[config.mk]
export PLATFORM = sky130hd
export DESIGN_NAME = dm_top
export DESIGN_NICKNAME = d
export VERILOG_FILES = /design/src/design/dm_pkg.sv /design/src/design/dm_csr_regs.sv /design/src/design/dm_req_decode.sv /design/src/design/dm_resp_fifo.sv /design/src/design/dm_top.sv
export VERILOG_INCLUDE_DIRS = /design/src /design/src/design
export SDC_FILE = /design/constraint.sdc
export NUM_CORES = 1
export LEC_CHECK = 0
export BUFFER_PORTS_ARGS = -buffer_cell sky130_fd_sc_hd__buf_2
export CORE_MARGIN = 3
export CORE_UTILIZATION = 53
export DETAILED_ROUTE_END_ITERATION = 7
export PLACE_DENSITY = 0.86
export SYNTH_ARGS = -nofsm -noshare
export SYNTH_HDL_FRONTEND = slang
export SYNTH_SLANG_ARGS = --single-unit
[constraint.sdc]
create_clock -name clk_i -period 4.65 [get_ports clk_i]
set_input_delay 0.6975 -clock clk_i [delete_from_list [all_inputs] [get_ports clk_i]]
set_output_delay 0.6975 -clock clk_i [all_outputs]
set_load 0.02 [all_outputs]
[src/design/dm_consts.svh]
`ifndef DM_CONSTS_SVH
`define DM_CONSTS_SVH

// buffer sizes, abstractauto layout depends on these
`define DM_DATA_COUNT     2
`define DM_PROGBUF_SIZE   8

// dmi address map
`define DM_ADDR_DATA0        7'h04
`define DM_ADDR_DMCONTROL    7'h10
`define DM_ADDR_DMSTATUS     7'h11
`define DM_ADDR_ABSTRACTCS   7'h16
`define DM_ADDR_COMMAND      7'h17
`define DM_ADDR_ABSTRACTAUTO 7'h18
`define DM_ADDR_PROGBUF0     7'h20

`define DM_OP_NOP     2'd0
`define DM_OP_READ    2'd1
`define DM_OP_WRITE   2'd2
`define DM_ST_SUCCESS 2'd0
`define DM_ST_BUSY    2'd3

`define DM_CMDERR_NONE 3'd0
`define DM_CMDERR_BUSY 3'd1

`define DM_VERSION 4'd2  // spec 0.13

`endif

[src/design/dm_pkg.sv]
package dm_pkg;

  // host request word
  typedef struct packed {
    logic [6:0]  addr;
    logic [31:0] data;
    logic [1:0]  op;
  } dmi_req_t;

  // host response word
  typedef struct packed {
    logic [31:0] data;
    logic [1:0]  resp;  // status code
  } dmi_resp_t;

  typedef enum logic [2:0] {
    sel_none,
    sel_data,
    sel_progbuf,
    sel_dmcontrol,
    sel_dmstatus,
    sel_abstractcs,
    sel_command,
    sel_abstractauto
  } csr_sel_e;

  typedef struct packed {
    logic        haltreq;
    logic        resumereq;
    logic        hartreset;
    logic        ackhavereset;
    logic [23:0] zero;  // hasel and hartsel, single hart
    logic        setresethaltreq;
    logic        clrresethaltreq;
    logic        ndmreset;
    logic        dmactive;
  } dmcontrol_t;

  typedef struct packed {
    logic [2:0]  zero3;
    logic [4:0]  progbufsize;
    logic [10:0] zero2;
    logic        busy;
    logic        zero1;
    logic [2:0]  cmderr;
    logic [3:0]  zero0;
    logic [3:0]  datacount;
  } abstractcs_t;

  // one dmi word, seen per target register
  typedef union packed {
    dmcontrol_t  dmcontrol;
    abstractcs_t abstractcs;
    logic [31:0] raw;
  } dm_word_u;

  typedef struct packed {
    logic     read;
    logic     write;
    csr_sel_e sel;
    logic [2:0] index;  // word within data or progbuf
    dm_word_u wdata;
  } csr_req_t;

endpackage

[src/design/dm_csr_regs.sv]
`include "dm_consts.svh"

module dm_csr_regs (
  input  logic                               clk_i,
  input  logic                               rst_ni,
  input  logic                               acc_i,
  input  dm_pkg::csr_req_t                   req_i,
  input  logic                               halted_i,
  input  logic                               unavailable_i,
  input  logic                               resumeack_i,
  input  logic                               cmdbusy_i,
  input  logic                               cmderror_valid_i,
  input  logic [2:0]                         cmderror_i,
  input  logic                               data_valid_i,
  input  logic [`DM_DATA_COUNT-1:0][31:0]    data_i,
  output logic                               push_o,
  output dm_pkg::dmi_resp_t                  resp_o,
  output logic                               haltreq_o,
  output logic                               resumereq_o,
  output logic                               clear_resumeack_o,
  output logic                               ndmreset_o,
  output logic                               dmactive_o,
  output logic                               cmd_valid_o,
  output logic [31:0]                        cmd_o,
  output logic [`DM_PROGBUF_SIZE-1:0][31:0]  progbuf_o,
  output logic [`DM_DATA_COUNT-1:0][31:0]    data_o
);

  localparam int data_idx_w = $clog2(`DM_DATA_COUNT);
  localparam int prog_idx_w = $clog2(`DM_PROGBUF_SIZE);

  logic haltreq_q, haltreq_d;
  logic resumereq_q, resumereq_d;
  logic ndmreset_q, ndmreset_d;
  logic dmactive_q, dmactive_d;
  logic havereset_q, havereset_d;
  logic cmd_valid_q, cmd_valid_d;
  logic [2:0] cmderr_q, cmderr_d;
  logic [`DM_DATA_COUNT-1:0]   autoexec_data_q, autoexec_data_d;
  logic [`DM_PROGBUF_SIZE-1:0] autoexec_prog_q, autoexec_prog_d;
  logic [31:0]                       command_q;
  logic [`DM_DATA_COUNT-1:0][31:0]   data_q;
  logic [`DM_PROGBUF_SIZE-1:0][31:0] progbuf_q;

  logic [31:0]      dmstatus;
  dm_pkg::dm_word_u rdata;
  logic rd, wr, wr_ok, busy, busy_hit, autoexec_hit;
  logic [data_idx_w-1:0] data_idx;
  logic [prog_idx_w-1:0] prog_idx;

  assign rd       = acc_i & req_i.read;
  assign wr       = acc_i & req_i.write;
  assign wr_ok    = wr & ~busy_hit;
  assign data_idx = req_i.index[data_idx_w-1:0];
  assign prog_idx = req_i.index[prog_idx_w-1:0];
  assign busy     = cmdbusy_i | cmd_valid_q;  // a just issued command is in flight

  // busy rule and autoexec lookup
  always_comb begin
    busy_hit     = 1'b0;
    autoexec_hit = 1'b0;
    case (req_i.sel)
      dm_pkg::sel_data: begin
        busy_hit     = (rd | wr) & busy;
        autoexec_hit = autoexec_data_q[data_idx];
      end
      dm_pkg::sel_progbuf: begin
        busy_hit     = (rd | wr) & busy;
        autoexec_hit = autoexec_prog_q[prog_idx];
      end
      dm_pkg::sel_command, dm_pkg::sel_abstractcs, dm_pkg::sel_abstractauto:
        busy_hit = wr & busy;
      default: ;
    endcase
  end

  always_comb begin
    dmstatus        = '0;
    dmstatus[3:0]   = `DM_VERSION;
    dmstatus[7]     = 1'b1;  // authenticated
    dmstatus[9:8]   = {2{halted_i & ~unavailable_i}};
    dmstatus[11:10] = {2{~halted_i & ~unavailable_i}};
    dmstatus[13:12] = {2{unavailable_i}};
    dmstatus[17:16] = {2{resumeack_i}};
    dmstatus[19:18] = {2{havereset_q}};
  end

  // read mux, command reads zero
  always_comb begin
    rdata.raw = '0;
    case (req_i.sel)
      dm_pkg::sel_data:     rdata.raw = data_q[data_idx];
      dm_pkg::sel_progbuf:  rdata.raw = progbuf_q[prog_idx];
      dm_pkg::sel_dmstatus: rdata.raw = dmstatus;
      dm_pkg::sel_dmcontrol: begin
        rdata.dmcontrol.haltreq   = haltreq_q;
        rdata.dmcontrol.resumereq = resumereq_q;
        rdata.dmcontrol.ndmreset  = ndmreset_q;
        rdata.dmcontrol.dmactive  = dmactive_q;
      end
      dm_pkg::sel_abstractcs: begin
        rdata.abstractcs.progbufsize = 5'(`DM_PROGBUF_SIZE);
        rdata.abstractcs.busy        = busy;
        rdata.abstractcs.cmderr      = cmderr_q;
        rdata.abstractcs.datacount   = 4'(`DM_DATA_COUNT);
      end
      dm_pkg::sel_abstractauto: begin
        rdata.raw[`DM_DATA_COUNT-1:0]     = autoexec_data_q;
        rdata.raw[16 +: `DM_PROGBUF_SIZE] = autoexec_prog_q;
      end
      default: ;
    endcase
  end

  assign push_o      = acc_i;  // one response per accepted request
  assign resp_o.data = (rd & ~busy_hit) ? rdata.raw : 32'h0;
  assign resp_o.resp = busy_hit ? `DM_ST_BUSY : `DM_ST_SUCCESS;

  always_comb begin
    haltreq_d         = haltreq_q;
    resumereq_d       = resumereq_q;
    ndmreset_d        = ndmreset_q;
    dmactive_d        = dmactive_q;
    havereset_d       = havereset_q;
    cmderr_d          = cmderr_q;
    autoexec_data_d   = autoexec_data_q;
    autoexec_prog_d   = autoexec_prog_q;
    clear_resumeack_o = 1'b0;
    if (wr && req_i.sel == dm_pkg::sel_dmcontrol) begin
      haltreq_d         = req_i.wdata.dmcontrol.haltreq;
      resumereq_d       = req_i.wdata.dmcontrol.resumereq;
      ndmreset_d        = req_i.wdata.dmcontrol.ndmreset;
      dmactive_d        = req_i.wdata.dmcontrol.dmactive;
      clear_resumeack_o = dmactive_q & req_i.wdata.dmcontrol.resumereq & ~resumereq_q;
      if (req_i.wdata.dmcontrol.ackhavereset) begin
        havereset_d = 1'b0;
      end
    end
    if (resumereq_q && resumeack_i) begin
      resumereq_d = 1'b0;  // hart has resumed
    end
    if (ndmreset_q) begin
      havereset_d = 1'b1;
    end
    if (busy_hit && cmderr_q == `DM_CMDERR_NONE) begin
      cmderr_d = `DM_CMDERR_BUSY;
    end else if (wr_ok && req_i.sel == dm_pkg::sel_abstractcs) begin
      cmderr_d = cmderr_q & ~req_i.wdata.abstractcs.cmderr;  // write 1 to clear
    end
    if (cmderror_valid_i) begin
      cmderr_d = cmderror_i;
    end
    if (wr_ok && req_i.sel == dm_pkg::sel_abstractauto) begin
      autoexec_data_d = req_i.wdata.raw[`DM_DATA_COUNT-1:0];
      autoexec_prog_d = req_i.wdata.raw[16 +: `DM_PROGBUF_SIZE];
    end
    cmd_valid_d = dmactive_q & ~busy_hit &
                  ((wr && req_i.sel == dm_pkg::sel_command) | ((rd | wr) & autoexec_hit));
  end

  always_ff @(posedge clk_i or negedge rst_ni) begin
    if (!rst_ni) begin
      haltreq_q       <= 1'b0;
      resumereq_q     <= 1'b0;
      ndmreset_q      <= 1'b0;
      dmactive_q      <= 1'b0;
      havereset_q     <= 1'b1;  // hart comes out of reset
      cmd_valid_q     <= 1'b0;
      cmderr_q        <= `DM_CMDERR_NONE;
      autoexec_data_q <= '0;
      autoexec_prog_q <= '0;
    end else begin
      havereset_q <= havereset_d;
      dmactive_q  <= dmactive_d;
      if (!dmactive_q) begin
        // inactive module holds its state cleared
        haltreq_q       <= 1'b0;
        resumereq_q     <= 1'b0;
        ndmreset_q      <= 1'b0;
        cmd_valid_q     <= 1'b0;
        cmderr_q        <= `DM_CMDERR_NONE;
        autoexec_data_q <= '0;
        autoexec_prog_q <= '0;
      end else begin
        haltreq_q       <= haltreq_d;
        resumereq_q     <= resumereq_d;
        ndmreset_q      <= ndmreset_d;
        cmd_valid_q     <= cmd_valid_d;
        cmderr_q        <= cmderr_d;
        autoexec_data_q <= autoexec_data_d;
        autoexec_prog_q <= autoexec_prog_d;
      end
    end
  end

  always_ff @(posedge clk_i) begin
    if (!dmactive_q) begin
      command_q <= '0;
      data_q    <= '0;
      progbuf_q <= '0;
    end else begin
      if (wr_ok && req_i.sel == dm_pkg::sel_command) begin
        command_q <= req_i.wdata.raw;
      end
      if (wr_ok && req_i.sel == dm_pkg::sel_progbuf) begin
        progbuf_q[prog_idx] <= req_i.wdata.raw;
      end
      if (data_valid_i) begin
        data_q <= data_i;  // core writes back results
      end else if (wr_ok && req_i.sel == dm_pkg::sel_data) begin
        data_q[data_idx] <= req_i.wdata.raw;
      end
    end
  end

  assign haltreq_o   = haltreq_q;
  assign resumereq_o = resumereq_q;
  assign ndmreset_o  = ndmreset_q;
  assign dmactive_o  = dmactive_q;
  assign cmd_valid_o = cmd_valid_q;
  assign cmd_o       = command_q;
  assign progbuf_o   = progbuf_q;
  assign data_o      = data_q;

  cmd_pulse_single: assert property (@(posedge clk_i) disable iff (!rst_ni)
      cmd_valid_o |=> !cmd_valid_o)
    else $error("cmd_valid_o high for two cycles");

endmodule

[src/design/dm_req_decode.sv]
`include "dm_consts.svh"

module dm_req_decode (
  input  logic             clk_i,
  input  logic             dmi_req_valid_i,
  input  dm_pkg::dmi_req_t dmi_req_i,
  input  logic             space_i,
  output logic             dmi_req_ready_o,
  output logic             acc_o,
  output dm_pkg::csr_req_t req_o
);

  logic [6:0] addr;
  logic [6:0] data_off;
  logic [6:0] prog_off;
  logic       in_data;
  logic       in_prog;

  assign addr     = dmi_req_i.addr;
  assign data_off = addr - `DM_ADDR_DATA0;
  assign prog_off = addr - `DM_ADDR_PROGBUF0;
  assign in_data  = (addr >= `DM_ADDR_DATA0) && (data_off < `DM_DATA_COUNT);
  assign in_prog  = (addr >= `DM_ADDR_PROGBUF0) && (prog_off < `DM_PROGBUF_SIZE);

  // accept only with room for the response
  assign dmi_req_ready_o = space_i;
  assign acc_o           = dmi_req_valid_i & space_i;

  always_comb begin
    req_o.read      = (dmi_req_i.op == `DM_OP_READ);
    req_o.write     = (dmi_req_i.op == `DM_OP_WRITE);
    req_o.index     = '0;
    req_o.wdata.raw = dmi_req_i.data;
    req_o.sel       = dm_pkg::sel_none;
    if (in_data) begin
      req_o.sel   = dm_pkg::sel_data;
      req_o.index = data_off[2:0];
    end else if (in_prog) begin
      req_o.sel   = dm_pkg::sel_progbuf;
      req_o.index = prog_off[2:0];
    end else begin
      case (addr)
        `DM_ADDR_DMCONTROL:    req_o.sel = dm_pkg::sel_dmcontrol;
        `DM_ADDR_DMSTATUS:     req_o.sel = dm_pkg::sel_dmstatus;
        `DM_ADDR_ABSTRACTCS:   req_o.sel = dm_pkg::sel_abstractcs;
        `DM_ADDR_COMMAND:      req_o.sel = dm_pkg::sel_command;
        `DM_ADDR_ABSTRACTAUTO: req_o.sel = dm_pkg::sel_abstractauto;
        default:               req_o.sel = dm_pkg::sel_none;  // unmapped reads as zero
      endcase
    end
  end

  // host keeps a stalled request unchanged
  req_held: assert property (@(posedge clk_i)
      dmi_req_valid_i && !dmi_req_ready_o |=> dmi_req_valid_i && $stable(dmi_req_i))
    else $error("dmi request changed while waiting for ready");

endmodule

[src/design/dm_resp_fifo.sv]
module dm_resp_fifo (
  input  logic              clk_i,
  input  logic              rst_ni,
  input  logic              flush_ni,
  input  logic              push_i,
  input  dm_pkg::dmi_resp_t data_i,
  output logic              space_o,
  output logic              dmi_resp_valid_o,
  input  logic              dmi_resp_ready_i,
  output dm_pkg::dmi_resp_t dmi_resp_o
);

  dm_pkg::dmi_resp_t mem [2];
  logic       wr_ptr_q;
  logic       rd_ptr_q;
  logic [1:0] count_q;
  logic       pop;

  assign pop              = dmi_resp_valid_o & dmi_resp_ready_i;
  assign space_o          = (count_q != 2'd2);
  assign dmi_resp_valid_o = (count_q != 2'd0);
  assign dmi_resp_o       = mem[rd_ptr_q];

  always_ff @(posedge clk_i or negedge rst_ni) begin
    if (!rst_ni) begin
      wr_ptr_q <= 1'b0;
      rd_ptr_q <= 1'b0;
      count_q  <= 2'd0;
    end else if (!flush_ni) begin
      // host side reset drops queued responses
      wr_ptr_q <= 1'b0;
      rd_ptr_q <= 1'b0;
      count_q  <= 2'd0;
    end else begin
      if (push_i) begin
        wr_ptr_q <= ~wr_ptr_q;
      end
      if (pop) begin
        rd_ptr_q <= ~rd_ptr_q;
      end
      count_q <= count_q + {1'b0, push_i} - {1'b0, pop};
    end
  end

  always_ff @(posedge clk_i) begin
    if (push_i) begin
      mem[wr_ptr_q] <= data_i;
    end
  end

  no_push_full: assert property (@(posedge clk_i) disable iff (!rst_ni)
      push_i |-> count_q != 2'd2)
    else $error("response pushed into full queue");

endmodule

[src/design/dm_top.sv]
`include "dm_consts.svh"

module dm_top (
  input  logic                               clk_i,
  input  logic                               rst_ni,
  input  logic                               dmi_rst_ni,
  input  logic                               dmi_req_valid_i,
  input  dm_pkg::dmi_req_t                   dmi_req_i,
  output logic                               dmi_req_ready_o,
  output logic                               dmi_resp_valid_o,
  input  logic                               dmi_resp_ready_i,
  output dm_pkg::dmi_resp_t                  dmi_resp_o,
  // hart status
  input  logic                               halted_i,
  input  logic                               unavailable_i,
  input  logic                               resumeack_i,
  input  logic                               cmdbusy_i,
  input  logic                               cmderror_valid_i,
  input  logic [2:0]                         cmderror_i,
  input  logic                               data_valid_i,
  input  logic [`DM_DATA_COUNT-1:0][31:0]    data_i,
  // hart control
  output logic                               haltreq_o,
  output logic                               resumereq_o,
  output logic                               clear_resumeack_o,
  output logic                               ndmreset_o,
  output logic                               dmactive_o,
  output logic                               cmd_valid_o,
  output logic [31:0]                        cmd_o,
  output logic [`DM_PROGBUF_SIZE-1:0][31:0]  progbuf_o,
  output logic [`DM_DATA_COUNT-1:0][31:0]    data_o
);

  logic              space;
  logic              acc;
  logic              push;
  dm_pkg::csr_req_t  csr_req;
  dm_pkg::dmi_resp_t resp;

  dm_req_decode i_decode (
    .clk_i           (clk_i),
    .dmi_req_valid_i (dmi_req_valid_i),
    .dmi_req_i       (dmi_req_i),
    .space_i         (space),
    .dmi_req_ready_o (dmi_req_ready_o),
    .acc_o           (acc),
    .req_o           (csr_req)
  );

  dm_csr_regs i_regs (
    .clk_i             (clk_i),
    .rst_ni            (rst_ni),
    .acc_i             (acc),
    .req_i             (csr_req),
    .halted_i          (halted_i),
    .unavailable_i     (unavailable_i),
    .resumeack_i       (resumeack_i),
    .cmdbusy_i         (cmdbusy_i),
    .cmderror_valid_i  (cmderror_valid_i),
    .cmderror_i        (cmderror_i),
    .data_valid_i      (data_valid_i),
    .data_i            (data_i),
    .push_o            (push),
    .resp_o            (resp),
    .haltreq_o         (haltreq_o),
    .resumereq_o       (resumereq_o),
    .clear_resumeack_o (clear_resumeack_o),
    .ndmreset_o        (ndmreset_o),
    .dmactive_o        (dmactive_o),
    .cmd_valid_o       (cmd_valid_o),
    .cmd_o             (cmd_o),
    .progbuf_o         (progbuf_o),
    .data_o            (data_o)
  );

  dm_resp_fifo i_resp_fifo (
    .clk_i            (clk_i),
    .rst_ni           (rst_ni),
    .flush_ni         (dmi_rst_ni),
    .push_i           (push),
    .data_i           (resp),
    .space_o          (space),
    .dmi_resp_valid_o (dmi_resp_valid_o),
    .dmi_resp_ready_i (dmi_resp_ready_i),
    .dmi_resp_o       (dmi_resp_o)
  );

endmodule

==> out/metrics.cfg <==
[status]
status=finished, final reports clean

[synth]
yosysMostFrequentCell=nand2_1
ys_seq_area_frac=0.481
synth_xor_area_frac=0.00219
synthAdderAreaFrac=0.00376
synth_top_area_frac=0.353
synth_largest_area_cell=dfxtp_1
synth_area_um2=20000
synth_top_cells_by_area=dfxtp_1 (35%), nand2_1 (10%), edfxtp_1 (9.9%)
synth_compound_area_frac=0.206
syn_nets=2311
synth_top_flop_cell=dfxtp_1
synthSimpleGateAreaFrac=0.161
synth_top_family_by_area=compound AO/OA/AOI/OAI gates
ys_types=66
synth_edf_count=66
async_flop_share=0.0522
synthTopCellsByCount=nand2_1 (543), dfxtp_1 (352), a21boi_0 (241), clkbuf_1 (173), nor2_1 (107)
yosys_warnings=0
synthMuxAreaShare=0.103
syn_area_per_cell_um2=9.14
synth-seq-cells=441
synthCells=2186

[power]
p_leak_nw=9.29
powerDensity_nw_per_um2=365
ir_drop_v=0.000276
p_total_mw=8.89

[routing]
drtPass1Iterations=6
wl_met1_mm=29.2
drt_wl_total_mm=78.1
ant_nets=0
vias=19400
top_layer_used=met5
wl_met2_mm=35.1
route.detailed.drc=0
viasPerCell=6.22
wl_met3_mm=10.1
drt_iter0_markers=2440
wl_per_cell_um=25.0

[timing]
maxSlewViolCount=0
hold_violations=0
setup_tns_ns=0
fin_crit_ns=4.09
setup_viol=0
max-slew-margin-rel=0.204
rsz0062_at_grt=no
max_freq_ghz=0.244
fin_ws_ns=0.558
finalClockSkew_ns=0.0163
holdWs_ns=0.130
period_share=0.880
worst_pin_slew_ns=1.19

[cts]
clockBufferDepth=3
ctsHoldBuffers=0
clk_latency_ns=0.58
cts-root-buf=clkbuf_16
cts_sinks=441
clkTransAtPathRegs_ns=0.06
post_cts_buffers=0
htreeDepth=2
cts.repair.resized=0
numCtsBuffers=47
cts_tree=yes

[setup_path]
crit_top_cell=buf_2
crit_required_ns=3.95
path_class=input pin to primary output
cp-endpoint=clear_resumeack_o
reg2reg_slack_ns=1.44
crit_start=dmi_req_i[36]
critPathArrivalTime_ns=3.39
cp_max_fo=26
cp-start-kind=input pin
slowest_delay_ns=0.75
path_cells=buf_2 > buf_4 > ha_1 > and2b_2 > nor4_1 > nand2_1 > nor3_1 > buf_2
r2r-start=i_regs.cmd_valid_o
cp_slowest_cell=nor4_1
rr_worst_depth=7
crit_path_end_kind=primary output
reg2reg_to=i_regs.progbuf_o[89]

[global_routing]
grt_usage=0.373
grt_pass1_vias=18700
grt_max_degree=164
antenna_found_initial=5
grt_overflow=0
grt_pass1_wl_mm=117

[die]
core_area_um2=36900
rows=70
die_area_um2=40100
ios=513
initial_core_util=0.542
die_h_um=200
fp.dieW_um=200

[job]
max_cap_violations=0

[cells_and_area]
drive_gt1_frac=0.284
nNetsFinal=2705
area_growth_pct=21.9
fin_area_um2=24300

[placement]
dp_worst_setup_slack_ns=0.524
placed_area_um2=22800
io_buffers=512
place.gp.congestion=0.960
dp_hpwl_mm=55.3

[min_path]
hold_path.class=input pin to asynchronous set/reset pin

[power by group]
group	total [mW]	internal (mW)	switching, mW
combinational	1.05	0.353	0.694
clock	3.81	2.25	1.56
sequential	4.03	3.99	0.0388
[state kept, by name (all words and copies together) (netlist names), 2 cells and up]
register	flops
i_regs.progbuf_o	256
i_regs.autoexec_data_q	2
i_regs.autoexec_prog_q	8
i_resp_fifo.mem	66
i_resp_fifo.count_q	2
i_regs.cmd_o	32
i_regs.data_o	64
i_regs.cmderr_q	3
[through the flow]
stage | cells | util
after floorplan | 2186 | -
after global placement | 3035 | 0.617
after detailed placement | 3035 | 0.617
after CTS | 3119 | 0.660
after global routing | 3122 | 0.660
final | 3122 | 0.660
[area by class of cell]
type / instances / area, um2
diodes: 3 / 7.51
clock buffers: 66 / 1400
clock inverters: 18 / 165
fillers: 2905 / 12500
inverters: 14 / 52.6
multi-input cells: 1525 / 9590
flip-flops and latches: 441 / 9610
well taps: 504 / 631
repair buffers: 551 / 2890
[cell families (layout without fill, tap and decap cells)]
group,Yosys count,count (layout)
AND/OR/NAND/NOR,767,767
AO/OA/AOI/OAI,573,573
flip-flops,441,441
buffers and inverters,220,649
multiplexers,174,174
adder cells (fa/ha/maj),6,6
XOR/XNOR,5,5
other,0,3
[cells in the final DEF (no fill, tap or decap), drive strengths merged, types with 3 or more instances in the layout]
cell type / netlist / layout
nand3b: 4 / 4
a21o: 3 / 3
clkbuf: 173 / 66
and3: 5 / 5
ha: 6 / 6
a21boi: 256 / 256
nand2b: 7 / 7
dfrtp: 22 / 22
mux4: 18 / 18
o21ai: 85 / 85
xnor2: 5 / 5
nor3b: 3 / 3
diode: 0 / 3
a22oi: 4 / 4
nor4b: 4 / 4
clkinv: 0 / 14
o221ai: 33 / 33
a211oi: 17 / 17
nor2: 108 / 108
o22ai: 21 / 21
mux2: 69 / 69
a2111oi: 3 / 3
bufinv: 0 / 3
and2: 5 / 5
a21oi: 47 / 47
inv: 14 / 14
or2: 3 / 3
nor3: 11 / 11
a31oi: 12 / 12
edfxtp: 66 / 66
buf: 33 / 551
nand2: 543 / 543
nor2b: 49 / 49
mux2i: 87 / 87
o211ai: 6 / 6
dfxtp: 352 / 352
o22a: 3 / 3
nand3: 13 / 13
a221oi: 74 / 74
[worst min path at each step]
stage                           endpoint  cells after the start
2_1_floorplan  i_regs.autoexec_data_q[0]                      0
3_3_place_gp       i_regs.progbuf_o[167]                      2
3_5_place_dp       i_regs.progbuf_o[159]                      2
4_1_cts                i_regs.dmactive_o                      1
5_1_grt                i_regs.ndmreset_o                      1
6_report            i_resp_fifo.rd_ptr_q                      1
[critical path, delay by kind of cell]
family                     cells  cell delay (ns)
adders and majority gates      1             0.26
buffers and inverters          3             0.62
and+or+nand+nor                4             1.79
[layer usage]
metal	vias up	GRT usage
met5	-	0
met4	4	0.157
met3	238	0.110
met2	1392	0.589
met1	9336	0.481
li1	8447	-
(Power assumes the default switching activity.)
